**src/hdl/as_if.sv**
```systemverilog
interface as_if;
  logic [7:0] tx_data;
  logic       tx_dstrb;
  logic       tx_busy;
  logic [7:0] rx_data;
  logic       rx_dstrb;

  // uart side of the byte stream
  modport uart (input tx_data, tx_dstrb, output tx_busy, rx_data, rx_dstrb);

  modport host (output tx_data, tx_dstrb, input tx_busy, rx_data, rx_dstrb);

endinterface

```
**src/hdl/serial_uart.sv**
```systemverilog
module serial_uart #(
  parameter int CLOCK_RATE = 100_000_000,
  parameter int BAUD       = 115_200
) (
  input  logic sys_clk,
  input  logic rst_i,
  input  logic serial_in_i,
  output logic serial_out_o,
  as_if.uart   as_bus
);

  localparam int CLKS_PER_BIT = CLOCK_RATE / BAUD;
  localparam int CNT_W        = $clog2(CLKS_PER_BIT);

  logic [9:0]       tx_shift; // stop, data, start
  logic [CNT_W-1:0] tx_cnt;
  logic [3:0]       tx_bit;
  logic             tx_busy;

  logic [2:0]       rx_sync;
  logic [CNT_W-1:0] rx_cnt;
  logic [3:0]       rx_bit;
  logic             rx_active;
  logic [7:0]       rx_shift;
  logic             rx_dstrb;

  always_ff @(posedge sys_clk) begin
    if (rst_i) begin
      tx_shift <= '1;
      tx_cnt   <= '0;
      tx_bit   <= '0;
      tx_busy  <= 1'b0;
    end else if (!tx_busy) begin
      if (as_bus.tx_dstrb) begin
        tx_shift <= {1'b1, as_bus.tx_data, 1'b0};
        tx_cnt   <= '0;
        tx_bit   <= '0;
        tx_busy  <= 1'b1;
      end
    end else if (tx_cnt == CNT_W'(CLKS_PER_BIT - 1)) begin
      tx_cnt   <= '0;
      tx_shift <= {1'b1, tx_shift[9:1]};
      if (tx_bit == 4'd9) begin
        tx_busy <= 1'b0; // end of stop bit
      end else begin
        tx_bit <= tx_bit + 1'b1;
      end
    end else begin
      tx_cnt <= tx_cnt + 1'b1;
    end
  end

  assign serial_out_o   = tx_shift[0];
  assign as_bus.tx_busy = tx_busy;

  // rx_sync[1] is the synchronized line, rx_sync[2] its previous value
  always_ff @(posedge sys_clk) begin
    if (rst_i) begin
      rx_sync   <= 3'b111;
      rx_cnt    <= '0;
      rx_bit    <= '0;
      rx_active <= 1'b0;
      rx_dstrb  <= 1'b0;
    end else begin
      rx_sync  <= {rx_sync[1:0], serial_in_i};
      rx_dstrb <= 1'b0;
      if (!rx_active) begin
        if (rx_sync[2] && !rx_sync[1]) begin
          rx_active <= 1'b1;
          rx_cnt    <= CNT_W'(CLKS_PER_BIT / 2 - 1); // land on mid-bit
          rx_bit    <= '0;
        end
      end else if (rx_cnt != '0) begin
        rx_cnt <= rx_cnt - 1'b1;
      end else begin
        rx_cnt <= CNT_W'(CLKS_PER_BIT - 1);
        rx_bit <= rx_bit + 1'b1;
        if (rx_bit == 4'd0) begin
          if (rx_sync[1]) rx_active <= 1'b0; // glitch, not a start bit
        end else if (rx_bit == 4'd9) begin
          rx_active <= 1'b0;
          rx_dstrb  <= rx_sync[1]; // framing error drops the byte
        end else begin
          rx_shift <= {rx_sync[1], rx_shift[7:1]};
        end
      end
    end
  end

  assign as_bus.rx_data  = rx_shift;
  assign as_bus.rx_dstrb = rx_dstrb;

endmodule

```
**src/flat_wrapper.sv**
```systemverilog
// flat-port wrapper written by rule: the top's interface ports become plain ports
module serial_uart_flat 
#(
  parameter int CLOCK_RATE = 100_000_000,
  parameter int BAUD       = 115_200
)
  (sys_clk, rst_i, serial_in_i, serial_out_o, as_bus_tx_data, as_bus_tx_dstrb, as_bus_tx_busy, as_bus_rx_data, as_bus_rx_dstrb);
  as_if as_bus_i ();
  input  logic sys_clk;
  input  logic rst_i;
  input  logic serial_in_i;
  output logic serial_out_o;
  input wire logic [$bits(as_bus_i.tx_data)-1:0] as_bus_tx_data;
  input wire logic [$bits(as_bus_i.tx_dstrb)-1:0] as_bus_tx_dstrb;
  output wire logic [$bits(as_bus_i.tx_busy)-1:0] as_bus_tx_busy;
  output wire logic [$bits(as_bus_i.rx_data)-1:0] as_bus_rx_data;
  output wire logic [$bits(as_bus_i.rx_dstrb)-1:0] as_bus_rx_dstrb;
  assign as_bus_i.tx_data = as_bus_tx_data;
  assign as_bus_i.tx_dstrb = as_bus_tx_dstrb;
  assign as_bus_tx_busy = as_bus_i.tx_busy;
  assign as_bus_rx_data = as_bus_i.rx_data;
  assign as_bus_rx_dstrb = as_bus_i.rx_dstrb;
  serial_uart #(.CLOCK_RATE(CLOCK_RATE), .BAUD(BAUD)) u_core (.sys_clk(sys_clk), .rst_i(rst_i), .serial_in_i(serial_in_i), .serial_out_o(serial_out_o), .as_bus(as_bus_i));
endmodule
```
**config.mk**
```make
export PLATFORM = sky130hd
export DESIGN_NAME = serial_uart_flat
export DESIGN_NICKNAME = d
export VERILOG_FILES = /design/src/hdl/as_if.sv /design/src/hdl/serial_uart.sv /design/src/flat_wrapper.sv
export SDC_FILE = /design/constraint.sdc
export NUM_CORES = 1
export LEC_CHECK = 0
export ABC_CLOCK_PERIOD_IN_PS = 2900
export CORE_AREA = 2 2 66 68
export DETAILED_ROUTE_END_ITERATION = 10
export DIE_AREA = 0 0 68 70
export DONT_BUFFER_PORTS = 1
export GPL_TIMING_DRIVEN = 0
export PLACE_DENSITY = 0.85
export SYNTH_ARGS = -nofsm -noshare
export SYNTH_HDL_FRONTEND = slang
export SYNTH_SLANG_ARGS = --single-unit
```
**constraint.sdc**
```tcl
create_clock -name sys_clk -period 2.9 [get_ports sys_clk]
set_clock_uncertainty 0.15 [all_clocks]
set_input_delay 0.58 -clock sys_clk [delete_from_list [all_inputs] [get_ports sys_clk]]
set_output_delay 0.58 -clock sys_clk [all_outputs]
set_load 0.01 [all_outputs]
```
==> flow_summary.ini <==
[run_status]
outcome = complete, no violations

[timing]
post-route-period-util_pct = 83.84
fmax_mhz = 411.3
finalMaxSlewViolations = 0
setup_viol = 0
slew_headroom_pct = 54.17
tns_ns = 0
min_period_ns = 2.431
final_hold_viol_count = 0
rsz0062_at_grt = no
tightest_slew_ns = 0.6874

[clock_tree]
numCtsBuffers = 5
clk_pin_slew_worst_paths_ns = 0.09
cts_max_level = 2
cts_tree = done
clkSinkCount = 51
cts_buffer_depth = 2
clkLatencyLatePin_ns = 0.30
post_cts_buffers = 0
cts.root.buffer_cell = clkbuf_8

[synth]
yosysMostFrequentCell = dfxtp_1
syn_area_per_cell_um2 = 9.004
synth_area_leaders = dfxtp_1 35%, edfxtp_1 9.9%, a21oi_1 5.1%
synth_top_area_share_pct = 35.41
ys_types = 45
synth_warnings = 0
ys_ff_latch = 51
async_reset_ff_share_pct = 0
dominantRegCellSynth = dfxtp_1
synthMuxAreaShare_pct = 1.750
synthSimpleGateAreaFrac_pct = 26.30
synthCells = 270
synth_xor_area_share_pct = 0
netlist_area_mm2 = 0.002431
synth_commonest_cells = 43 x dfxtp_1, 25 x a21oi_1, 17 x nand2_1, 17 x nor2_1, 14 x inv_1
synth_top_family_by_area = simple AND/OR/NAND/NOR gates
synth.yosys.seq_area_share_pct = 45.29
synth_edf_count = 8
synth.net_count = 289
yosysTopAreaCell = dfxtp_1
synthAdderAreaFrac_pct = 3.603
synth-compound-area-share_pct = 18.84

[route]
first_pass_iters = 4
via_per_inst = 6.191
detail-route-antenna-nets = 0
drtIter0Drc = 167
remaining_drc_errors = 0
routed_wl_um = 5040
vias = 2043
wire_per_inst_um = 15.27

[power]
p_leak_uw = 0.0009090
ir_drop_v = 0.0003027
powerDensity_mw_per_mm2 = 524.7

[setup_path]
worstPathArrival_ns = 2.23
rr_worst_depth = 5
required_ns = 2.70
critical_path.max_fanout = 9
start_kind = register
critPathKind = register to register
cp-end-kind = register

[die]
initial_core_util_pct = 58.67
num_io_pins = 23
fp.dieH_um = 70
num_rows = 24
die-width_um = 68
die_area_mm2 = 0.004760
coreArea_mm2 = 0.004144

[finish]
final_net_count = 296
fillers = 344
antenna_cells = 0
area_growth_pct = 6.639
final_core_util_pct = 62.56
drive_gt1_share_pct = 6.475

[worst_hold_path]
whs_path_depth = 1
worstHoldPathType = input pin to register

[grt]
grt_overflow_total = 0
grt_pass1_vias = 1893
track_usage_pct = 22.52
grt_max_degree = 16
grt_pass1_wl_um = 8404
antenna_found_initial = 0

[placement]
numPortBuffers = 0
place.gp.congestion = 0.8246
dp_hpwl_um = 3518

[run]
max-cap-violations = 0
## cells by family (layout without fill, tap and decap cells)
kind of cell	after synthesis	count (layout)
AOI/OAI and AO/OA	71	71
adders and majority gates	7	7
and+or+nand+nor	110	110
DFF	51	51
buffers and inverters	27	35
muxes	4	4
## per-stage QoR
step                area (um^2)  instances  hold slack [ns]  worst slack [ns]  power, uW
floorplan                  2431        270           0.2395            0.5275      915.0
global placement           2496        322           0.2529            0.2413      947.7
detailed placement         2496        322           0.2589            0.1240      953.4
CTS                        2587        330           0.2182            0.1097       1368
global route               2592        330           0.2205            0.2599       1415
finish                     2592        330           0.2252            0.4687       1360
## state kept, by name (all words and copies together), names as in the netlist
signal                  flops
u_core.as_bus.rx_data       8
u_core.as_bus.rx_dstrb      1
u_core.as_bus.tx_busy       1
u_core.rx_active            1
u_core.rx_bit               4
u_core.rx_cnt              10
u_core.rx_sync              3
u_core.tx_bit               4
u_core.tx_cnt              10
u_core.tx_shift             9
## worst max-delay path, cell delays in order (launching register included)
cell and delay, ns:
dfxtp_1 0.36, inv_1 0.07, ha_1 0.25, nor4b_4 0.47, nand4_4 0.24, nor3_2 0.55
## worst paths after layout
check / startpoint / to / slack, ns
min reg2reg: u_core.rx_sync[0] / u_core.rx_sync[1] / 0.28
max: u_core.rx_cnt[0] / u_core.as_bus.rx_data[2] / 0.47
min: serial_in_i / u_core.rx_sync[0] / 0.23
max reg2reg: u_core.rx_cnt[0] / u_core.as_bus.rx_data[2] / 0.47
## what timing repair did
action                                 CTS  global route
setup endpoints to repair                0             8
resized for setup                        0             1
hold buffers                             0             0
endpoints found under the hold margin    0             0
## cell usage in the layout, fill, tap and decap left out, drive strengths merged, types with 2 or more instances in the layout
| cell type | n |
|---|---|
| o21a | 2 |
| clkbuf | 17 |
| o21ai | 8 |
| nor3b | 2 |
| a311oi | 4 |
| a31oi | 10 |
| buf | 3 |
| nand4 | 7 |
| and4 | 2 |
| and3 | 4 |
| mux2 | 2 |
| nand3 | 12 |
| nand2b | 4 |
| inv | 14 |
| mux2i | 2 |
| nand3b | 5 |
| or3 | 4 |
| a41oi | 2 |
| nand2 | 17 |
| nor3 | 12 |
| a21oi | 25 |
| nor4 | 4 |
| or2 | 5 |
| o211a | 2 |
| edfxtp | 8 |
| a211oi | 12 |
| and2 | 9 |
| nor2 | 17 |
| dfxtp | 43 |
| ha | 7 |
## layer usage
layer | up-vias | routed length (um) | global-route usage (%)
met3 | 11 | 221 | 4.831
met2 | 55 | 2347 | 34.20
li1 | 1015 | - | -
met5 | - | 0 | 0
met1 | 962 | 2357 | 30.75
met4 | 0 | 114 | 8.889
## power breakdown
group,switching (uW),internal [uW],total (uW),leakage (uW)
sequential,26.8,742,769,0.000422
combinational,106,65.1,172,0.000438
clock,227,193,420,0.0000482
## cell type report
type	count	area [um^2]	area share, %
Clock inverter	1	5.005	0.1930
Clock buffer	7	86.33	3.330
Tap cell	52	65.06	2.510
Sequential cell	51	1101	42.47
Buffer	13	50.05	1.930
Multi-Input combinational cell	192	1232	47.54
Inverter	14	52.55	2.027
No activity file was read; power rests on OpenSTA's default activity.
