===== config.mk =====
export PLATFORM = sky130hd
export DESIGN_NAME = reset_block
export DESIGN_NICKNAME = d
export VERILOG_FILES = /design/src/hdl/reset_block.sv
export SDC_FILE = /design/constraint.sdc
export NUM_CORES = 1
export LEC_CHECK = 0
export BUFFER_PORTS_ARGS = -buffer_cell sky130_fd_sc_hd__buf_2
export CORE_AREA = 2 2 39 41
export CTS_BUF_LIST = sky130_fd_sc_hd__clkbuf_8
export DETAILED_ROUTE_END_ITERATION = 8
export DIE_AREA = 0 0 41 43
export PLACE_DENSITY = 0.36
export SLEW_MARGIN = 20
export SYNTH_ARGS = -nofsm -noshare
export SYNTH_HDL_FRONTEND = slang
export SYNTH_SLANG_ARGS = --single-unit

===== constraint.sdc =====
create_clock -name sys_clk -period 2.15 [get_ports sys_clk]
set_clock_uncertainty 0.1 [all_clocks]
set_input_delay 0.215 -clock sys_clk [delete_from_list [all_inputs] [get_ports sys_clk]]
set_output_delay 0.215 -clock sys_clk [all_outputs]
set_load 0.1 [all_outputs]

===== src/hdl/reset_block.sv =====
module reset_block #(
  parameter int RESET_DELAY = 32
) (
  input  logic sys_clk,
  input  logic rst_i,
  input  logic reset_req_i,
  output logic sys_reset_o
);

  localparam int CNT_W = $clog2(RESET_DELAY + 1);

  logic [CNT_W-1:0] cnt;

  always_ff @(posedge sys_clk) begin
    if (rst_i || reset_req_i) begin
      cnt <= CNT_W'(RESET_DELAY); // reload on every request
    end else if (cnt != '0) begin
      cnt <= cnt - 1'b1;
    end
  end

  assign sys_reset_o = rst_i | reset_req_i | (cnt != '0);

endmodule


==> results by group, run 1 <==
Status
  – Outcome: finished clean

Timing
  – RSZ-0062 raised after global routing: false
  – Period utilization: 0.863
  – Worst slew pin tran: around 0.5 ns
  – Setup TNS: 0 ns
  – Final Hold Viols: 0
  – Final setup vio count: 0
  – Worst slew margin: 0.678
  – Final Slew Violations: 0
  – Hold Slack: roughly 0.12 ns
  – Min cycle time layout: about 1.9 ns
  – Max Fclk: between 500 and 600 MHz

Min path
  – Worst hold path type: input pin to flip-flop
  – HP Start: rst_i
  – Hold Crit Depth: 2

Global route
  – Initial antenna violation count: 0
  – First-pass GRT wire length: between 900 and 1000 µm
  – Largest net degree at the start of global routing: 6
  – GR Overflow Total: 0
  – Gr usage total: 0.0805
  – Number of global-route vias before repair: around 240

Critical path
  – Crit path depth: 5
  – Critical Path Source: cnt[0]$_SDFFE_PP0P_
  – Reg-to-reg slack, setup: 0.70 ns
  – CP Capture Point: sys_reset_o
  – Worst Path Max Fanout: 5
  – RR Endpoint: cnt[0]$_SDFFE_PP0P_
  – Worst-path cell chain: inv_1 > ha_1 > nor3b_4 > nand2_1 > buf_2
  – Worst path bufs/invs: 2
  – Required @ worst endpoint: 1.84 ns
  – Critical path's slowest cell: buf_2
  – CP startpoint kind: flip-flop
  – CP endpoint kind: output port
  – Worst reg2reg path depth: 4
  – Critical path type: flip-flop to output port
  – Reg2reg start: cnt[2]$_SDFFE_PP0P_
  – CP peak stage delay: about 0.42 ns
  – Critical path data arrival time: between 1.5 and 2 ns
  – CP delay by family, top: buffers and inverters

Layout
  – Biggest regs: cnt: 6 flops
  – # fillers: 146
  – Largest register FFs: 6
  – Area Overhead vs Synth: 27.2%
  – Layout cell share with drive strength beyond 1: 0.237
  – Finished layout cell area: a little under 400 µm²
  – Fin util: 0.283
  – Commonest non-fill, non-tap cells in the layout: dfxtp_1 (6), nand2_1 (4)
  – Top reg by flops: cnt
  – Most common cell after layout, fill and taps aside: dfxtp_1
  – Ant diodes: 0
  – Nets: between 40 and 50

Clock tree
  – Root buf cell: clkbuf_8
  – Setup bufs post-CTS: 0
  – Worst-case clock buffer depth: 2
  – Gates resized, CTS repair: 0
  – CTS tree: yes
  – Cts hold-fix bufs: 0
  – Worst-path clk slew: around 0.04 ns
  – TritonCTS buffer count: 3
  – Clock sink total: 6
  – Worst-Skew Late Latency: 0.22 ns
  – H-tree Lvls: 1

Detailed routing
  – Drt total wl: approximately 550 µm
  – Vias: 250
  – Post-DR wirelength/cell: ~10 µm
  – Vias/cell: around 4.6
  – DRT iter0 DRCs: 1
  – Remaining DRCs: 0
  – Drt pass-1 iters: 4
  – Antenna violation net count after detailed routing: 0

Pwr
  – Tot Pwr: 0.370 mW
  – Max VDD drop: ~320 µV
  – Pwr dens: 946 nW/µm²
  – Leak pwr: 0.139 nW

Place
  – Placed cell area: about 350 µm²
  – # port buffers: 3
  – Placer Congestion: between 0.6 and 0.7

Synth
  – Synthesized flop and latch total: 6
  – YS warnings: 0
  – Post-synthesis sequential area ratio: 0.390
  – Number of distinct library cells after synthesis: 16
  – Mapped cell area: around 300 µm²
  – Syn nets: 36
  – Synth Area per Inst: slightly below 10 µm²
  – Post-Syn Instances: 31

Die
  – Starting density of the core: 0.222
  – Die area: 1760 µm²
  – Vert. Die Dim: between 40 and 50 µm
  – Die W: between 40 and 50 µm
  – Num ports: 4
  – Core region area: approximately 1400 µm²
  – Cell Rows: 14

Job
  – Max-cap viol count: 0
cell type report:
class	instances	area [µm²]	area share
multi-input combinational	23	180	0.460
timing repair buffer	4	22.5	0.0575
inverter	2	7.51	0.0192
tap	16	20.0	0.0511
clock buffer	3	41.3	0.105
sequential	6	120	0.307
cells in the mapped netlist:
library cell | n | area, µm²
xnor2_1 | 3 | 26.3
nor3b_1 | 1 | 7.51
nand2_1 | 4 | 15.0
nor3b_4 | 1 | 18.8
inv_1 | 2 | 7.51
o211ai_1 | 1 | 7.51
or4_1 | 1 | 7.51
nor3_1 | 1 | 5.00
o31ai_1 | 1 | 7.51
nor2_1 | 1 | 3.75
mux2i_1 | 2 | 20.0
ha_1 | 2 | 25.0
or3_4 | 1 | 11.3
nor4_1 | 3 | 18.8
or3_1 | 1 | 6.26
dfxtp_1 | 6 | 120
worst min-delay path by stage:
stage,to,slack [ns]
CTS,cnt[3]$_SDFFE_PP0P_,0.11
detailed placement,cnt[3]$_SDFFE_PP0P_,0.35
floorplan,cnt[4]$_SDFFE_PP0P_,0.19
global route,cnt[3]$_SDFFE_PP0P_,0.12
finish,cnt[3]$_SDFFE_PP0P_,0.12
global placement,cnt[4]$_SDFFE_PP0P_,0.34
power breakdown:
part / internal (mW) / leakage, nW / total, mW / switching [mW]
clock network: 0.120 / 0.0216 / 0.167 / 0.0471
registers: 0.123 / 0.0495 / 0.134 / 0.0110
logic: 0.0361 / 0.0684 / 0.0691 / 0.0329
total: 0.279 / 0.139 / 0.370 / 0.0910
routing by layer:
metal | vias to the layer above | routed length [µm] | GRT usage
li1 | 128 | - | -
met4 | 0 | 24 | 0.100
met5 | - | 0 | 0
met3 | 2 | 36 | 0.0157
met2 | 6 | 251 | 0.103
met1 | 114 | 239 | 0.0939
per-stage QoR:
step,worst slack [ns],cells
after CTS,0.287,54
after global placement,0.543,51
after floorplan,0.214,31
after global routing,0.240,54
after detailed placement,0.533,51
final,0.294,54
logic make-up (layout without fill, tap and decap cells):
family,Yosys count,in the layout,share of synthesized area
fa+ha+maj,2,2,0.0813
flops,6,6,0.390
xor+xnor,3,3,0.0854
simple gates,14,14,0.305
compound gates,2,2,0.0488
mux,2,2,0.0650
buf+inv,2,9,0.0244
Power figures use the tool's default switching activity.
==> inputs of run 2 (changes only) <==
--- a/config.mk
+++ b/config.mk
@@ -10,7 +10,6 @@
 export CTS_BUF_LIST = sky130_fd_sc_hd__clkbuf_8
 export DETAILED_ROUTE_END_ITERATION = 8
 export DIE_AREA = 0 0 41 43
-export PLACE_DENSITY = 0.36
 export SLEW_MARGIN = 20
 export SYNTH_ARGS = -nofsm -noshare
 export SYNTH_HDL_FRONTEND = slang
==> results by group, run 2 (synthesized netlist as in run 1, its figures left out) <==
Critical path
  – CP endpoint kind: output port
  – Critical path data arrival time: 1.53 ns (about the same)
  – Worst Path Max Fanout: 5 (unchanged)
  – Required @ worst endpoint: 1.84 ns (about the same)
  – CP startpoint kind: flip-flop
  – Worst reg2reg path depth: 4 (unchanged)
  – Critical path type: flip-flop to output port

Min path
  – Hold Crit Depth: 2 (unchanged)
  – Worst hold path type: input pin to flip-flop

Detailed routing
  – Antenna violation net count after detailed routing: 0 (unchanged)
  – Drt pass-1 iters: 1 (-3)
  – DRT iter0 DRCs: 0 (-1)
  – Vias: 245 (-2.0%)
  – Post-DR wirelength/cell: 9.44 µm (-7.6%)
  – Remaining DRCs: 0 (unchanged)
  – Drt total wl: 510 µm (-7.6%)
  – Vias/cell: 4.54 (-2.0%)

Layout
  – Most common cell after layout, fill and taps aside: dfxtp_1
  – Largest register FFs: 6 (unchanged)
  – Layout cell share with drive strength beyond 1: 0.237 (unchanged)
  – Ant diodes: 0 (unchanged)
  – Area Overhead vs Synth: 27.2% (unchanged)
  – Multi-input combinational cell area: 180 µm² (unchanged)
  – Top reg by flops: cnt
  – Nets: 45 (unchanged)
  – Register area: 120 µm² (unchanged)
  – Commonest non-fill, non-tap cells in the layout: dfxtp_1 (6), nand2_1 (4)
  – Biggest regs: cnt: 6 flops
  – # fillers: 149 (+2.1%)

Die
  – Die area: 1760 µm² (unchanged)
  – Die W: 41 µm (unchanged)
  – Num ports: 4 (unchanged)
  – Starting density of the core: 0.222 (unchanged)
  – Core region area: 1380 µm² (unchanged)
  – Cell Rows: 14 (unchanged)
  – Vert. Die Dim: 43 µm (unchanged)

Global route
  – First-pass GRT wire length: 1000 µm (+11%)
  – Initial antenna violation count: 0 (unchanged)
  – Largest net degree at the start of global routing: 6 (unchanged)
  – Number of global-route vias before repair: 234 (-2.9%)
  – Gr usage total: 0.0967 (+0.0162)
  – GR Overflow Total: 0 (unchanged)

Timing
  – Worst slew margin: 0.680 (+0.00168)
  – Worst slew pin tran: 0.483 ns (-0.00253 ns)
  – Min cycle time layout: 1.84 ns (-0.0154 ns)
  – Final setup vio count: 0 (unchanged)
  – RSZ-0062 raised after global routing: false
  – Final Slew Violations: 0 (unchanged)
  – Max Fclk: 543 MHz (+0.83%)
  – Setup TNS: 0 ns (unchanged)
  – Final Hold Viols: 0 (unchanged)
  – Period utilization: 0.856 (-0.00714)

Clock tree
  – Worst-Skew Late Latency: 0.22 ns (about the same)
  – TritonCTS buffer count: 3 (unchanged)
  – CTS tree: yes
  – Worst-path clk slew: 0.04 ns (about the same)
  – Worst-case clock buffer depth: 2 (unchanged)
  – Gates resized, CTS repair: 0 (unchanged)
  – Clock sink total: 6 (unchanged)
  – Root buf cell: clkbuf_8
  – H-tree Lvls: 1 (unchanged)
  – Setup bufs post-CTS: 0 (unchanged)
  – Cts hold-fix bufs: 0 (unchanged)

Pwr
  – Max VDD drop: 437 µV (+38%)
  – Leak pwr: 0.139 nW (unchanged)
  – Pwr dens: 947 nW/µm² (+0.18%)
  – Tot Pwr: 0.371 mW (+0.18%)

Place
  – Placer Congestion: 0.746 (+21%)
  – Placed wire-length estimate: roughly 370 µm
  – # port buffers: 3 (unchanged)

Status
  – Outcome: finished clean

Job
  – Max-cap viol count: 0 (unchanged)
==> run 2: cell counts in the layout (fill, tap and decap cells not counted) <==
No cell type changed its count.
==> run 2: layout make-up <==
| class | instances | share of cell area |
|---|---|---|
| clock buffers | 3 | 0.105 |
| inverters | 2 | 0.0192 |
| multi-input cells | 23 | 0.460 |
| flip-flops and latches | 6 | 0.307 |
| well taps | 16 | 0.0511 |
| repair buffers | 4 | 0.0575 |
==> run 2: power by group <==
part | internal (mW) | switching [mW]
sequential | 0.123 | 0.0109
combinational | 0.0357 | 0.0315
clock | 0.120 | 0.0496
==> run 2: worst max-delay path: stages, from the launching register on <==
cell     delay (ns)
dfxtp_1        0.38
inv_1          0.10
ha_1           0.21
nor3b_4        0.15
nand2_1        0.05
buf_2          0.42
==> run 2: metrics by stage <==
stage	std cells	worst slack, ns	hold WS (ns)	area (µm²)	util
after floorplan	31	0.214	0.191	308	-
after global placement	51	0.548	0.335	350	0.253
after detailed placement	51	0.539	0.340	350	0.253
after CTS	54	0.297	0.104	392	0.283
after global routing	54	0.215	0.129	392	0.283
final	54	0.310	0.110	392	0.283
==> run 2: worst paths after layout <==
path                  startpoint             endpoint  slack, ns
max          cnt[0]$_SDFFE_PP0P_          sys_reset_o       0.31
min reg2reg  cnt[1]$_SDFFE_PP0P_  cnt[1]$_SDFFE_PP0P_       0.41
max reg2reg  cnt[2]$_SDFFE_PP0P_  cnt[0]$_SDFFE_PP0P_       0.69
min                        rst_i  cnt[4]$_SDFFE_PP0P_       0.11
==> run 2: per-layer routing <==
layer	up-vias	wire length, µm	GRT usage
li1	127	-	-
met1	109	236	0.114
met2	5	212	0.0969
met3	4	17	0.0471
met4	0	44	0.140
met5	-	0	0
