### src/hdl/roach_pkg.sv
package roach_pkg;

  // bus widths
  localparam int WB_ADDR_W = 32;
  localparam int WB_DATA_W = 16;

  // address map
  localparam int NUM_SLAVES = 2;
  localparam int SLAVE_SYS  = 0;
  localparam int SLAVE_MEM  = 1;

  localparam logic [WB_ADDR_W-1:0] SLAVE_BASE [NUM_SLAVES] = '{
    32'h0000_0000, // sys_block
    32'h0008_0000  // boot memory
  };

  localparam logic [WB_ADDR_W-1:0] SLAVE_HIGH [NUM_SLAVES] = '{
    32'h0000_ffff,
    32'h0008_ffff
  };

  // serial commands
  localparam logic [7:0] CMD_READ  = 8'h01;
  localparam logic [7:0] CMD_WRITE = 8'h02;
  localparam logic [7:0] CMD_RESET = 8'h03;

  // response status
  localparam logic [7:0] ST_OK      = 8'h00;
  localparam logic [7:0] ST_BUS_ERR = 8'hff;
  localparam logic [7:0] ST_BAD_CMD = 8'hee;

  // sys_block word offsets
  localparam logic [2:0] REG_BOARD_ID  = 3'd0;
  localparam logic [2:0] REG_REV_MAJOR = 3'd1;
  localparam logic [2:0] REG_REV_MINOR = 3'd2;
  localparam logic [2:0] REG_REV_RCS   = 3'd3;
  localparam logic [2:0] REG_SCRATCH   = 3'd4;

endpackage

### src/hdl/wb_if.sv
interface wb_if;
  import roach_pkg::*;

  logic                 cyc;
  logic                 stb;
  logic                 we;
  logic [WB_ADDR_W-1:0] adr;
  logic [WB_DATA_W-1:0] wdat;
  logic [WB_DATA_W-1:0] rdat;
  logic                 ack;
  logic                 err;

  modport master (
    output cyc, stb, we, adr, wdat,
    input  rdat, ack, err
  );

  modport slave (
    input  cyc, stb, we, adr, wdat,
    output rdat, ack, err
  );

endinterface

### src/hdl/as_if.sv
interface as_if;
  logic [7:0] tx_data;
  logic       tx_dstrb;
  logic       tx_busy;
  logic [7:0] rx_data;
  logic       rx_dstrb;

  // uart side of the byte stream
  modport uart (input tx_data, tx_dstrb, output tx_busy, rx_data, rx_dstrb);

  modport host (output tx_data, tx_dstrb, input tx_busy, rx_data, rx_dstrb);

endinterface

### src/hdl/as_wb_bridge.sv
module as_wb_bridge (
  input  logic sys_clk,
  input  logic rst_i,
  as_if.host   as_bus,
  wb_if.master wbm,
  output logic soft_reset_o
);
  import roach_pkg::*;

  localparam logic [2:0] S_CMD  = 3'd0;
  localparam logic [2:0] S_ADDR = 3'd1;
  localparam logic [2:0] S_DATA = 3'd2;
  localparam logic [2:0] S_BUS  = 3'd3;
  localparam logic [2:0] S_RESP = 3'd4;
  localparam logic [2:0] S_DONE = 3'd5;

  logic [2:0]           state;
  logic [7:0]           cmd;
  logic [1:0]           byte_cnt;
  logic                 cyc_q;
  logic [WB_ADDR_W-1:0] adr_q;
  logic [WB_DATA_W-1:0] wdat_q;
  logic [23:0]          resp_q; // status then read data, msb first
  logic [1:0]           resp_cnt;
  logic                 tx_go;

  assign tx_go           = (state == S_RESP) && !as_bus.tx_busy;
  assign as_bus.tx_dstrb = tx_go;
  assign as_bus.tx_data  = resp_q[23:16];

  assign wbm.cyc  = cyc_q;
  assign wbm.stb  = cyc_q;
  assign wbm.we   = (cmd == CMD_WRITE);
  assign wbm.adr  = adr_q;
  assign wbm.wdat = wdat_q;

  always_ff @(posedge sys_clk) begin
    if (rst_i) begin
      state        <= S_CMD;
      cmd          <= 8'h00;
      byte_cnt     <= '0;
      cyc_q        <= 1'b0;
      resp_cnt     <= '0;
      soft_reset_o <= 1'b0;
    end else begin
      soft_reset_o <= 1'b0;
      case (state)
        S_CMD: if (as_bus.rx_dstrb) begin
          cmd      <= as_bus.rx_data;
          byte_cnt <= '0;
          case (as_bus.rx_data)
            CMD_READ, CMD_WRITE: state <= S_ADDR;
            CMD_RESET: begin
              resp_q   <= {ST_OK, 16'h0000};
              resp_cnt <= 2'd1;
              state    <= S_RESP;
            end
            default: begin
              resp_q   <= {ST_BAD_CMD, 16'h0000};
              resp_cnt <= 2'd1;
              state    <= S_RESP;
            end
          endcase
        end
        S_ADDR: if (as_bus.rx_dstrb) begin
          adr_q    <= {adr_q[WB_ADDR_W-9:0], as_bus.rx_data};
          byte_cnt <= byte_cnt + 1'b1; // wraps to 0 after the last byte
          if (byte_cnt == 2'd3) begin
            if (cmd == CMD_WRITE) begin
              state <= S_DATA;
            end else begin
              state <= S_BUS;
              cyc_q <= 1'b1;
            end
          end
        end
        S_DATA: if (as_bus.rx_dstrb) begin
          wdat_q   <= {wdat_q[WB_DATA_W-9:0], as_bus.rx_data};
          byte_cnt <= byte_cnt + 1'b1;
          if (byte_cnt == 2'd1) begin
            byte_cnt <= '0;
            state    <= S_BUS;
            cyc_q    <= 1'b1;
          end
        end
        S_BUS: if (wbm.ack || wbm.err) begin
          cyc_q <= 1'b0;
          state <= S_RESP;
          if (wbm.err) begin
            resp_q   <= {ST_BUS_ERR, 16'h0000};
            resp_cnt <= 2'd1;
          end else if (cmd == CMD_WRITE) begin
            resp_q   <= {ST_OK, 16'h0000};
            resp_cnt <= 2'd1;
          end else begin
            resp_q   <= {ST_OK, wbm.rdat};
            resp_cnt <= 2'd3;
          end
        end
        S_RESP: if (tx_go) begin
          resp_q   <= {resp_q[15:0], 8'h00};
          resp_cnt <= resp_cnt - 1'b1;
          if (resp_cnt == 2'd1) state <= S_DONE;
        end
        S_DONE: if (!as_bus.tx_busy) begin
          // last byte fully on the line
          soft_reset_o <= (cmd == CMD_RESET);
          state        <= S_CMD;
        end
        default: state <= S_CMD;
      endcase
    end
  end

endmodule

### src/flat_wrapper.sv
// flat-port wrapper written by rule: the top's interface ports become plain ports
module as_wb_bridge_flat import roach_pkg::*;
  (sys_clk, rst_i, soft_reset_o, as_bus_tx_data, as_bus_tx_dstrb, as_bus_tx_busy, as_bus_rx_data, as_bus_rx_dstrb, wbm_cyc, wbm_stb, wbm_we, wbm_adr, wbm_wdat, wbm_rdat, wbm_ack, wbm_err);
  as_if as_bus_i ();
  wb_if wbm_i ();
  input  logic sys_clk;
  input  logic rst_i;
  output logic soft_reset_o;
  output wire logic [$bits(as_bus_i.tx_data)-1:0] as_bus_tx_data;
  output wire logic [$bits(as_bus_i.tx_dstrb)-1:0] as_bus_tx_dstrb;
  input wire logic [$bits(as_bus_i.tx_busy)-1:0] as_bus_tx_busy;
  input wire logic [$bits(as_bus_i.rx_data)-1:0] as_bus_rx_data;
  input wire logic [$bits(as_bus_i.rx_dstrb)-1:0] as_bus_rx_dstrb;
  output wire logic [$bits(wbm_i.cyc)-1:0] wbm_cyc;
  output wire logic [$bits(wbm_i.stb)-1:0] wbm_stb;
  output wire logic [$bits(wbm_i.we)-1:0] wbm_we;
  output wire logic [$bits(wbm_i.adr)-1:0] wbm_adr;
  output wire logic [$bits(wbm_i.wdat)-1:0] wbm_wdat;
  input wire logic [$bits(wbm_i.rdat)-1:0] wbm_rdat;
  input wire logic [$bits(wbm_i.ack)-1:0] wbm_ack;
  input wire logic [$bits(wbm_i.err)-1:0] wbm_err;
  assign as_bus_tx_data = as_bus_i.tx_data;
  assign as_bus_tx_dstrb = as_bus_i.tx_dstrb;
  assign as_bus_i.tx_busy = as_bus_tx_busy;
  assign as_bus_i.rx_data = as_bus_rx_data;
  assign as_bus_i.rx_dstrb = as_bus_rx_dstrb;
  assign wbm_cyc = wbm_i.cyc;
  assign wbm_stb = wbm_i.stb;
  assign wbm_we = wbm_i.we;
  assign wbm_adr = wbm_i.adr;
  assign wbm_wdat = wbm_i.wdat;
  assign wbm_i.rdat = wbm_rdat;
  assign wbm_i.ack = wbm_ack;
  assign wbm_i.err = wbm_err;
  as_wb_bridge u_core (.sys_clk(sys_clk), .rst_i(rst_i), .as_bus(as_bus_i), .wbm(wbm_i), .soft_reset_o(soft_reset_o));
endmodule
### config.mk
export PLATFORM = sky130hd
export DESIGN_NAME = as_wb_bridge_flat
export DESIGN_NICKNAME = d
export VERILOG_FILES = /design/src/hdl/roach_pkg.sv /design/src/hdl/wb_if.sv /design/src/hdl/as_if.sv /design/src/hdl/as_wb_bridge.sv /design/src/flat_wrapper.sv
export SDC_FILE = /design/constraint.sdc
export NUM_CORES = 1
export LEC_CHECK = 0
export ABC_AREA = 1
export BUFFER_PORTS_ARGS = -buffer_cell sky130_fd_sc_hd__clkbuf_2
export CORE_ASPECT_RATIO = 1.25
export CORE_MARGIN = 2
export CORE_UTILIZATION = 44
export DETAILED_ROUTE_END_ITERATION = 10
export PLACE_DENSITY = 0.68
export SETUP_SLACK_MARGIN = 0.2
export SYNTH_ARGS = -nofsm -noshare
export SYNTH_HDL_FRONTEND = slang
export SYNTH_SLANG_ARGS = --single-unit
### constraint.sdc
create_clock -name sys_clk -period 3.87 [get_ports sys_clk]
set_input_delay 0.1935 -clock sys_clk [delete_from_list [all_inputs] [get_ports sys_clk]]
set_output_delay 0.1935 -clock sys_clk [all_outputs]
set_load 0.02 [all_outputs]
==> key figures <==
Flow run
  – Max cap viols: 0

Pwr
  – Comb power frac: 0.258
  – Sequential Power Share: 0.507
  – Switching power: 0.837 mW
  – Net Sw Frac: 0.326
  – P_leak: 1.80 nW
  – Pwr Total: 2.57 mW
  – Peak supply drop: 0.000382 V
  – Int Power: 1.73 mW
  – PD cells: 607 nW/um2
  – Clock network power share: 0.235

Synth
  – Synth warnings: 0
  – Synthesized net count: 339
  – Commonest cells in the netlist: edfxtp_1, nand2_1, nor2_1
  – Post-synth top area share: 0.610
  – Cells after Synth: 305
  – Asr flop ratio synth: 0
  – Cell with the most instances after synthesis: edfxtp_1
  – Syn_area_per_cell: 11.6 um2
  – Post-Syn Area: 3550 um2
  – Area contributors post-synth: edfxtp_1, dfxtp_1, nand2_1
  – Sequential area share after synthesis: 0.705
  – Flops & latches, synth: 89
  – Post-synth EDFFs: 72
  – Yosys cell types: 25
  – Cell taking the most area after synthesis: edfxtp_1
  – Synth Flop Type: edfxtp_1

Final layout
  – Util after Layout: 0.543
  – Layout cells sized above 1: 0.320
  – # diodes: 0
  – NumNets Final: 429
  – P&R area growth vs syn: 19.2%
  – Finished Layout Cells: 495

Clock tree
  – Cts bufs inserted: 9
  – Post_cts resized: 0
  – CTS Root Cell: clkbuf_8
  – Clk sink count: 89
  – Latest clock arrival within the worst-skew pair: 0.34 ns
  – Post-CTS setup buffers: 0
  – TritonCTS clock tree: yes
  – Worst-path clk slew: 0.08 ns
  – CTS Buffer Depth: 2
  – H-tree Lvls: 3
  – # hold bufs at CTS: 0

Floorplanning
  – Cell row count: 36
  – Initial core utilization: 0.455
  – Number of I/O pins: 91
  – Die area: 8800 um2
  – Die X: 84.3 um
  – Core area: 7790 um2
  – Die height: 104 um

Detailed routing
  – Post-route ant nets: 0
  – Total iterations of the first detailed-routing run: 4
  – DRC violations left: 0
  – Final WL: 6420 um
  – Mean number of vias per cell: 4.80
  – Starting DRT DRC Count: 97
  – Via count: 2374
  – DR WL/cell: 13.0 um

Timing
  – Unrepaired setup endpoints after global routing: no
  – Rel. slew slack: 0.248
  – Tcrit/Tclk final: 0.630
  – Slew Viols, Final: 0
  – Worst Skew: 0.00634 ns
  – Final hold violations: 0
  – Max Clk Rate: 0.410 GHz
  – Hold WS: 0.0666 ns
  – Crit path time final: 2.44 ns
  – Worst-Margin Slew: 1.13 ns
  – Setup TNS: 0 ns
  – Setup Viol. Count Final: 0

Global routing
  – GRT Overall Usage: 0.150
  – Met1 usage: 0.185
  – Grt met3 use: 0.0405
  – M2 GR Usage: 0.245
  – Number of global-route vias before repair: 2211
  – Largest net degree at the start of global routing: 33
  – First-pass GRT wire length: 10400 um
  – Gr busiest metal: met2
  – Gr ovfl total: 0
  – Antenna violations before repair: 0

Worst setup path
  – Critical Path RT: 3.83 ns
  – Worst path arrival time: 2.40 ns
  – Worst setup EP type: flip-flop
  – Most common cell on crit path: nand2_2
  – WS Path Type: reg -> reg
  – Setup crit start kind: flip-flop
  – CP max FO: 24
  – CP max-delay cell: nor2_2
  – Worst path max stage delay: 0.85 ns
  – Crit path cell chain: inv_1 -> nand2_2 -> nor2_2 -> nand2_2 -> nand2_1 -> nor2_4 -> nand2_2 -> nor2_2

Outcome
  – Status: completed

Placement
  – IO buf count: 90
  – Placed insts: 479
  – DP HPWL: 4750 um
  – Final GP Congestion: 0.839

Min path
  – Hold crit path type: in -> reg
==> final cells by class <==
cell class	count	area, um2
Clock buffer	11	131
Clock inverter	5	56.3
Fill cell	683	3560
Inverter	26	97.6
Multi-Input combinational cell	177	857
Sequential cell	89	2500
Tap cell	95	119
Timing Repair Buffer	92	465
==> layout by cell type (no fill, tap or decap) <==
master and n:
nand2_1 63, nor2_4 4, clkbuf_8 9, nand3_1 19, ha_1 4, o21ai_2 1, nor3_2 2, o21bai_1 1
clkinv_1 1, nand4_1 2, buf_4 2, nand3_4 1, clkbuf_1 2, nor2_1 48, a211oi_1 2, dfxtp_1 17
a31oi_1 1, inv_2 5, nand3b_1 2, or2_2 1, clkbuf_2 90, bufinv_16 1, a21oi_1 7, o21ai_0 9
nand2_2 6, nor3_1 1, clkinv_4 2, inv_1 21, nor2_2 3, edfxtp_1 72, clkinv_2 1
==> cell families after synthesis <==
kind of cell / Yosys count / share of synthesized area
simple gates: 152 / 0.191
flops: 89 / 0.705
buf+inv: 39 / 0.0564
compound gates: 21 / 0.0332
fa+ha+maj: 4 / 0.0141
==> critical path, delay by kind of cell (launching register included) <==
kind          cells  cell delay [ns]
buf+inv           1             0.12
flops             1             0.53
simple gates      7             1.38
==> sequential cells by signal (all words and copies together) (netlist names) <==
signal	flops
u_core.wbm.adr	32
u_core.resp_cnt	2
u_core.soft_reset_o	1
u_core.cmd	8
u_core.state	3
u_core.wbm.wdat	16
u_core.wbm.cyc	1
u_core.byte_cnt	2
u_core.resp_q	24
==> power by group through the flow <==
stage          Sequential [mW]  Combinational [mW]  Clock, mW
6_report                  1.30               0.662      0.603
5_1_grt                   1.32               0.747      0.657
4_1_cts                   1.30               0.667      0.617
3_5_place_dp              1.33               0.664          0
3_3_place_gp              1.32               0.656          0
2_1_floorplan             1.33               0.525          0
==> worst paths after layout <==
path                                   end  depth (start not counted)                    startpoint  slack (ns)
max reg2reg    u_core.resp_q[11]$_DFFE_PP_                          8  u_core.state[1]$_SDFFE_PP0P_        1.43
max            u_core.resp_q[11]$_DFFE_PP_                          8  u_core.state[1]$_SDFFE_PP0P_        1.43
min reg2reg  u_core.wbm.wdat[12]$_DFFE_PP_                          0  u_core.wbm.wdat[4]$_DFFE_PP_        0.45
min           u_core.wbm.wdat[3]$_DFFE_PP_                          1             as_bus_rx_data[3]        0.07
==> layer usage <==
metal | wire (um) | vias to the layer above
li1 | - | 1196
met1 | 2680 | 1086
met2 | 3210 | 81
met3 | 399 | 11
met4 | 132 | 0
met5 | 0 | -
==> metrics by stage <==
step                area (um2)  setup slack (ns)
floorplan                 3550             0.516
global placement          4040              1.55
detailed placement        4040              1.45
CTS                       4230              1.44
global route              4230              1.25
finish                    4230              1.43
(Power assumes the default switching activity.)
