[src/hdl/roach_pkg.sv]
package roach_pkg;

  // bus widths
  localparam int WB_ADDR_W = 32;
  localparam int WB_DATA_W = 16;

  // address map
  localparam int NUM_SLAVES = 2;
  localparam int SLAVE_SYS  = 0;
  localparam int SLAVE_MEM  = 1;

  localparam logic [WB_ADDR_W-1:0] SLAVE_BASE [NUM_SLAVES] = '{
    32'h0000_0000, // sys_block
    32'h0008_0000  // boot memory
  };

  localparam logic [WB_ADDR_W-1:0] SLAVE_HIGH [NUM_SLAVES] = '{
    32'h0000_ffff,
    32'h0008_ffff
  };

  // serial commands
  localparam logic [7:0] CMD_READ  = 8'h01;
  localparam logic [7:0] CMD_WRITE = 8'h02;
  localparam logic [7:0] CMD_RESET = 8'h03;

  // response status
  localparam logic [7:0] ST_OK      = 8'h00;
  localparam logic [7:0] ST_BUS_ERR = 8'hff;
  localparam logic [7:0] ST_BAD_CMD = 8'hee;

  // sys_block word offsets
  localparam logic [2:0] REG_BOARD_ID  = 3'd0;
  localparam logic [2:0] REG_REV_MAJOR = 3'd1;
  localparam logic [2:0] REG_REV_MINOR = 3'd2;
  localparam logic [2:0] REG_REV_RCS   = 3'd3;
  localparam logic [2:0] REG_SCRATCH   = 3'd4;

endpackage

[src/hdl/wb_if.sv]
interface wb_if;
  import roach_pkg::*;

  logic                 cyc;
  logic                 stb;
  logic                 we;
  logic [WB_ADDR_W-1:0] adr;
  logic [WB_DATA_W-1:0] wdat;
  logic [WB_DATA_W-1:0] rdat;
  logic                 ack;
  logic                 err;

  modport master (
    output cyc, stb, we, adr, wdat,
    input  rdat, ack, err
  );

  modport slave (
    input  cyc, stb, we, adr, wdat,
    output rdat, ack, err
  );

endinterface

[src/hdl/sys_block.sv]
module sys_block #(
  parameter logic [roach_pkg::WB_DATA_W-1:0] BOARD_ID  = 16'h0000,
  parameter logic [roach_pkg::WB_DATA_W-1:0] REV_MAJOR = 16'h0000,
  parameter logic [roach_pkg::WB_DATA_W-1:0] REV_MINOR = 16'h0000,
  parameter logic [roach_pkg::WB_DATA_W-1:0] REV_RCS   = 16'h0000
) (
  input  logic sys_clk,
  input  logic rst_i,
  wb_if.slave  wbs
);
  import roach_pkg::*;

  logic                 ack_q;
  logic                 access;
  logic [WB_DATA_W-1:0] scratch;
  logic [WB_DATA_W-1:0] rd_word;
  logic [WB_DATA_W-1:0] rdat_q;

  assign access = wbs.cyc & wbs.stb & ~ack_q;

  always_comb begin
    case (wbs.adr[2:0])
      REG_BOARD_ID:  rd_word = BOARD_ID;
      REG_REV_MAJOR: rd_word = REV_MAJOR;
      REG_REV_MINOR: rd_word = REV_MINOR;
      REG_REV_RCS:   rd_word = REV_RCS;
      REG_SCRATCH:   rd_word = scratch;
      default:       rd_word = '0;
    endcase
  end

  always_ff @(posedge sys_clk) begin
    if (rst_i) begin
      ack_q   <= 1'b0;
      scratch <= '0;
    end else begin
      ack_q <= access;
      if (access && wbs.we && wbs.adr[2:0] == REG_SCRATCH) begin
        scratch <= wbs.wdat; // other writes acked and dropped
      end
    end
  end

  always_ff @(posedge sys_clk) begin
    if (access) rdat_q <= rd_word;
  end

  assign wbs.ack  = ack_q;
  assign wbs.rdat = rdat_q;
  assign wbs.err  = 1'b0;

endmodule

[src/flat_wrapper.sv]
// flat-port wrapper written by rule: the top's interface ports become plain ports
module sys_block_flat import roach_pkg::*;
#(
  parameter logic [roach_pkg::WB_DATA_W-1:0] BOARD_ID  = 16'h0000,
  parameter logic [roach_pkg::WB_DATA_W-1:0] REV_MAJOR = 16'h0000,
  parameter logic [roach_pkg::WB_DATA_W-1:0] REV_MINOR = 16'h0000,
  parameter logic [roach_pkg::WB_DATA_W-1:0] REV_RCS   = 16'h0000
)
  (sys_clk, rst_i, wbs_cyc, wbs_stb, wbs_we, wbs_adr, wbs_wdat, wbs_rdat, wbs_ack, wbs_err);
  wb_if wbs_i ();
  input  logic sys_clk;
  input  logic rst_i;
  input wire logic [$bits(wbs_i.cyc)-1:0] wbs_cyc;
  input wire logic [$bits(wbs_i.stb)-1:0] wbs_stb;
  input wire logic [$bits(wbs_i.we)-1:0] wbs_we;
  input wire logic [$bits(wbs_i.adr)-1:0] wbs_adr;
  input wire logic [$bits(wbs_i.wdat)-1:0] wbs_wdat;
  output wire logic [$bits(wbs_i.rdat)-1:0] wbs_rdat;
  output wire logic [$bits(wbs_i.ack)-1:0] wbs_ack;
  output wire logic [$bits(wbs_i.err)-1:0] wbs_err;
  assign wbs_i.cyc = wbs_cyc;
  assign wbs_i.stb = wbs_stb;
  assign wbs_i.we = wbs_we;
  assign wbs_i.adr = wbs_adr;
  assign wbs_i.wdat = wbs_wdat;
  assign wbs_rdat = wbs_i.rdat;
  assign wbs_ack = wbs_i.ack;
  assign wbs_err = wbs_i.err;
  sys_block #(.BOARD_ID(BOARD_ID), .REV_MAJOR(REV_MAJOR), .REV_MINOR(REV_MINOR), .REV_RCS(REV_RCS)) u_core (.sys_clk(sys_clk), .rst_i(rst_i), .wbs(wbs_i));
endmodule
[config.mk]
export PLATFORM = sky130hd
export DESIGN_NAME = sys_block_flat
export DESIGN_NICKNAME = d
export VERILOG_FILES = /design/src/hdl/roach_pkg.sv /design/src/hdl/wb_if.sv /design/src/hdl/sys_block.sv /design/src/flat_wrapper.sv
export SDC_FILE = /design/constraint.sdc
export NUM_CORES = 1
export LEC_CHECK = 0
export ABC_CLOCK_PERIOD_IN_PS = 3300
export CORE_MARGIN = 1
export CORE_UTILIZATION = 55
export CTS_BUF_LIST = sky130_fd_sc_hd__clkbuf_4 sky130_fd_sc_hd__clkbuf_8 sky130_fd_sc_hd__clkbuf_16
export CTS_CLUSTER_DIAMETER = 200
export DETAILED_ROUTE_END_ITERATION = 16
export DONT_BUFFER_PORTS = 1
export PLACE_DENSITY = 0.67
export SLEW_MARGIN = 5
export SYNTH_ARGS = -nofsm -noshare
export SYNTH_HDL_FRONTEND = slang
export SYNTH_SLANG_ARGS = --single-unit
[constraint.sdc]
create_clock -name sys_clk -period 3.3 [get_ports sys_clk]
set_input_delay 0.66 -clock sys_clk [delete_from_list [all_inputs] [get_ports sys_clk]]
set_output_delay 0.66 -clock sys_clk [all_outputs]
set_load 0.005 [all_outputs]
==> results.md, run 1 <==
* Wire length per cell at 13.8 um
* Die width at 52.2 um
* Pwr dens at 471 nW/um^2
* Via-per-instance ratio at 5.18
* RSZ-0062 raised after global routing: no
* Total power at 0.678 mW
* Min Clock Period, post-route at 1660 ps
* Crit path from: wbs_adr[1]
* XOR/XNOR Fraction of Synth Area at 0%
* Initial antenna violation count at 0
* Max_slew headroom at 61.9%
* R2r endpoint: u_core.scratch[2]
* Port bufs at 0
* Busiest grt layer: met2
* Vias in the first global route at 715
* Dpl hpwl at 1.25 mm
* Final Setup Violations at 0
* Simple-gate share of the synthesized area at 25.1%
* Period utilisation layout at 50.2%
* Hold_buf cts at 0
* Syn-to-layout area delta at 3.70%
* Distinct cell type count after synthesis at 15
* Slew Limit Fails at 0
* Maximum clock insertion buffer count at 2
* FF-to-FF path depth at 5
* Mux cell area share after synthesis at 11.6%
* Critical path type: input port to flip-flop
* GPL Wtd Cong at 0.623
* First-pass GRT wire length at 3.19 mm
* CTS H-tree depth at 2
* Actual slew at the worst max-slew pin at 570 ps
* Worst setup path end: u_core.scratch[2]
* Arrival @ worst endpoint at 1900 ps
* Antenna-violating nets left at 0
* FF-to-FF setup slack at 1750 ps
* Worst Hold Class: input port to flip-flop
* Post-Syn Area at 1390 um^2
* Core area at 2300 um^2
* Flops & latches, synth at 33
* Setup crit end kind: flip-flop
* Total CTS buffers at 5
* M2 GR Usage at 27.8%
* Yosys top cell by area: edfxtp_1
* # fillers at 178
* Largest family of logic cells by synthesized area: simple AND/OR/NAND/NOR gates
* ANT cells at 0
* Global Route met1 Usage at 18.0%
* # DRC at 0
* Area of the die at 2730 um^2
* Startpoint types: input port
* Layout cells sized above 1 at 15.2%
* Routed vias at 725
* Syn nets at 162
* Largest net degree at the start of global routing at 34
* Post-CTS setup buffers at 0
* Area contributors post-synth: edfxtp_1 35%, dfxtp_1 25%, nand2b_1 14%
* Final hold violation count at 0
* NumNets Final at 164
* Max_cap viols at 0
* Synth Instances at 109
* Clock Sinks at 33
* Initial DRC Count at 7
* Adder-cell share of the synthesized area at 0%
* Synthesis warning total at 0
* RR Startpoint: u_core.wbs.ack
* Seq. cell area at 821 um^2
* Syn avg cell area at 12.7 um^2
* Crit path required time at 3550 ps
* Skew-Pair Late Insertion Delay at 320 ps
* Max frequency at 604 MHz
* Max FO, Critical Path at 17
* Worst vdd ir at 0.000328 V
* Most frequent cells in the layout: 32 x nand2b_1, 17 x dfxtp_1, 16 x mux2i_1, 16 x edfxtp_1, 10 x and2_1
* Setup tns final at 0 ps
* GR Util All Layers at 17.3%
* CTS root buf: clkbuf_4
* Final setup skew at 6.94 ps
* Initial core utilization at 60.3%
* Post-cts repair resize count at 0
* Pleak at 0.498 nW
* Commonest non-fill, non-tap cell in the layout: nand2b_1
* Worst-path clk slew at 100 ps
* Grt ovf at 0
* CTS tree: built
* Met3 usage at 11.0%
* 1st-pass router iterations at 2
* Compound-Gate Fraction of Synth Area at 0%
* Total Wirelength at 1.94 mm
* Outcome: finished clean
* Synth top area share at 34.7%
* Die Y at 52.2 um
* Rows at 17
* Area of the multi-input gates at 512 um^2
* IO Count at 71
* Sequential fraction of the synthesis area at 59.2%
==> final cells by class <==
cell class	count	area share, %
clock inverter	2	0.696
tap	28	2.44
timing repair buffer	2	1.04
multi-input combinational	69	35.6
sequential	33	57.1
clock buffer	6	3.13
==> per-layer routing <==
layer  part of all wire, %  routed length, um  up-vias
li1                      -                  -      358
met1                    41                787      333
met2                    48                939       32
met3                   9.8                190        2
met4                  0.98                 19        0
met5                     0                  0        -
==> worst max-delay path, stage by stage <==
cell     delay [ps]
nor3b_4         500
and3_1          230
buf_4           280
mux2i_1         220
==> registers in the layout, indices dropped and copies added (netlist names) <==
register,count
u_core.scratch,16
u_core.wbs.ack,1
u_core.wbs.rdat,16
==> Yosys cell counts, drive strengths merged <==
master,number
nor3b,1
and3b,1
nor2b,1
and3,1
and2,16
clkbuf,4
conb,1
buf,3
nand2b,32
dfxtp,17
mux2i,16
edfxtp,16
==> per-stage QoR <==
| step | instances | setup slack [ps] | util, % | hold WS [ps] | cell area (um^2) |
|---|---|---|---|---|---|
| 5_1_grt | 140 | 1550 | 62.6 | 369 | 1440 |
| 3_3_place_gp | 132 | 1340 | 60.2 | 452 | 1380 |
| 2_1_floorplan | 109 | 1370 | - | 444 | 1390 |
| 6_report | 140 | 1640 | 62.6 | 402 | 1440 |
| 3_5_place_dp | 132 | 1310 | 60.2 | 459 | 1380 |
| 4_1_cts | 140 | 1650 | 62.6 | 388 | 1440 |
==> report_power, final <==
group | switching (mW) | internal, mW | total (mW)
Sequential | 0.00432 | 0.437 | 0.441
Combinational | 0.0105 | 0.0125 | 0.0230
Clock | 0.124 | 0.0893 | 0.214
Total | 0.139 | 0.539 | 0.678
==> worst min path at each step <==
| stage | startpoint | to | slack [ps] | cells after the start |
|---|---|---|---|---|
| after floorplan | u_core.scratch[10] | u_core.scratch[10] | 440 | 2 |
| after global placement | u_core.scratch[4] | u_core.scratch[4] | 450 | 2 |
| after detailed placement | u_core.scratch[9] | u_core.scratch[9] | 460 | 2 |
| after CTS | rst_i | u_core.wbs.ack | 390 | 1 |
| after global routing | rst_i | u_core.wbs.ack | 370 | 1 |
| final | rst_i | u_core.wbs.ack | 400 | 1 |
==> logic make-up (layout without fill, tap and decap cells) <==
logic type / count (synthesis) / after routing
buf+inv: 7 / 10
mux: 16 / 16
simple gates: 52 / 52
flops: 33 / 33
other cells: 1 / 1
No activity file was read; power rests on OpenSTA's default activity.
==> run 2, diff against run 1 <==
Settings changed: ABC_CLOCK_PERIOD_IN_PS 3300 to 1530.
Clock period 3.3 ns to 1.53 ns, I/O delays scaled along.
==> run 2 against run 1 <==
Combinational power increased by 140%. Wire length rose by 3.7%. Die area did not move. Sequential power up 120%. Via count increased by 0.83%. Critical path depth unchanged. Global-route usage up 1.2 points. Critical endpoint is now u_core.scratch[11]. Largest power group unchanged. Highest routed layer is now met5.
==> results.md, run 2 (synthesis gave the netlist of run 1 again) <==
* Outcome: finished clean
* Largest net degree at the start of global routing at 34 (unchanged)
* Cell Chain, Critical Path: and3b_2 > and3_1 > buf_12 > mux2i_1
* Final worst slack at 270 ps (-1370 ps)
* Util after Layout at 64.2% (+1.6 points)
* Crit path required time at 1780 ps (-1770 ps)
* Delay of the slowest cell on the worst path at 340 ps (-160 ps)
* CTS tree: built
* Initial antenna violation count at 1 (+1)
* Antenna-violating nets left at 0 (unchanged)
* Final Setup Violations at 0 (unchanged)
* RR Startpoint: u_core.wbs.ack
* Max FO, Critical Path at 13 (-4)
* Worst Hold Class: input port to flip-flop
* GR Util All Layers at 18.5% (+1.2 points)
* CTS root buf: clkbuf_4
* Total power at 1.47 mW (+120%)
* Hold_buf cts at 0 (unchanged)
* Die width at 52.2 um (unchanged)
* Routed vias at 731 (+0.83%)
* ANT cells at 0 (unchanged)
* Grt ovf at 0 (unchanged)
* FF-to-FF setup slack at 270 ps (-1480 ps)
* Initial core utilization at 60.3% (unchanged)
* Clock Sinks at 33 (unchanged)
* 1st-pass router iterations at 4 (+2)
* Worst Hold Depth at 1 (unchanged)
* Initial DRC Count at 8 (+1)
* Period utilisation layout at 82.4%
* IO Count at 71 (unchanged)
* Final hold violation count at 0 (unchanged)
* Max_cap viols at 0 (unchanged)
* Skew-Pair Late Insertion Delay at 330 ps (about the same)
* FF-to-FF path depth at 4 (-1)
* Setup crit end kind: flip-flop
* Post-cts repair resize count at 0 (unchanged)
* Pleak at 0.516 nW (+3.7%)
* Maximum clock insertion buffer count at 2 (unchanged)
* Worst Hold Endpoint: u_core.wbs.ack
* Worst-path clk slew at 100 ps (about the same)
* RSZ-0062 raised after global routing: no
* Worst vdd ir at 0.000738 V (+130%)
* Pwr dens at 1000 nW/um^2 (+110%)
* Area of the die at 2730 um^2 (unchanged)
* Max frequency at 794 MHz
* Design area at 1470 um^2 (+2.5%)
* Total Wirelength at 2.01 mm (+3.7%)
* Die Y at 52.2 um (unchanged)
* Dpl cell area at 1420 um^2 (+2.6%)
* Via-per-instance ratio at 5.11 (-1.3%)
* NumNets Final at 167 (+1.8%)
* CTS H-tree depth at 2 (unchanged)
* Arrival @ worst endpoint at 1510 ps (-390 ps)
* Startpoint types: flip-flop
* GPL Wtd Cong at 0.633 (+1.6%)
* Min-delay src: rst_i
* Rows at 17 (unchanged)
* Most frequent cells in the layout: 32 x nand2b_1, 17 x dfxtp_1, 16 x mux2i_1, 16 x edfxtp_1, 10 x and2_1
* Commonest non-fill, non-tap cell in the layout: nand2b_1
* Wire length per cell at 14.0 um (+1.5%)
* Final setup skew at 14.7 ps (+7.77 ps)
* Dpl hpwl at 1.39 mm (+12%)
* Placed cell count at 135 (+2.3%)
* Min Clock Period, post-route at 1260 ps
* Vias in the first global route at 728 (+1.8%)
* Post-CTS setup buffers at 0 (unchanged)
* Slew Limit Fails at 0 (unchanged)
* Max stage delay cell, worst path: dfxtp_1
* Layout cells sized above 1 at 18.3% (+3.1 points)
* Total CTS buffers at 5 (unchanged)
* Critical path type: flip-flop to flip-flop
* Port bufs at 0 (unchanged)
* Hold WS at 45.1 ps (-357 ps)
* # DRC at 0 (unchanged)
* R2r endpoint: u_core.scratch[11]
* Syn-to-layout area delta at 6.32%
* First-pass GRT wire length at 3.37 mm (+5.9%)
* Setup tns final at 0 ps (unchanged)
* Non-Filler Instances at 143 (+2.1%)
* Pre-CTS WS at 298 ps (-1010 ps)
* Core area at 2300 um^2 (unchanged)
[run 2: area by class of cell]
cell class	instances	area, um^2
multi-input combinational	69	513
fill	180	823
timing repair buffer	5	50.0
clock inverter	2	10.0
sequential	33	821
clock buffer	6	45.0
tap	28	35.0
[run 2: power by group]
group | switching, mW | total (mW) | internal [mW]
logic | 0.0234 | 0.0546 | 0.0312
clock network | 0.275 | 0.467 | 0.193
registers | 0.00951 | 0.952 | 0.942
total | 0.307 | 1.47 | 1.17
[run 2: how the worst max path moves through the flow]
| stage | startpoint | to | slack (ps) | depth (start not counted) |
|---|---|---|---|---|
| 2_1_floorplan | u_core.wbs.ack | u_core.scratch[10] | 90 | 5 |
| 3_3_place_gp | u_core.wbs.ack | u_core.scratch[4] | 340 | 4 |
| 3_5_place_dp | u_core.wbs.ack | u_core.scratch[11] | 300 | 4 |
| 4_1_cts | u_core.wbs.ack | u_core.scratch[11] | 250 | 4 |
| 5_1_grt | u_core.wbs.ack | u_core.scratch[13] | 170 | 4 |
| 6_report | u_core.wbs.ack | u_core.scratch[11] | 270 | 4 |
[run 2: metal layers]
layer / routed length, um / GRT usage, % / share of wire [%] / up-vias
li1: - / - / - / 365
met1: 846 / 21.3 / 42 / 325
met2: 944 / 27.6 / 47 / 31
met3: 163 / 11.0 / 8.1 / 8
met4: 39 / 7.89 / 1.9 / 2
met5: 13 / 0 / 0.65 / -
[run 2: worst max-delay path, delay by kind of cell, from the launching register on]
kind                   cells  cell delay, ps
multiplexers               1             190
flip-flops                 1             340
buffers and inverters      1             170
AND/OR/NAND/NOR            2             470
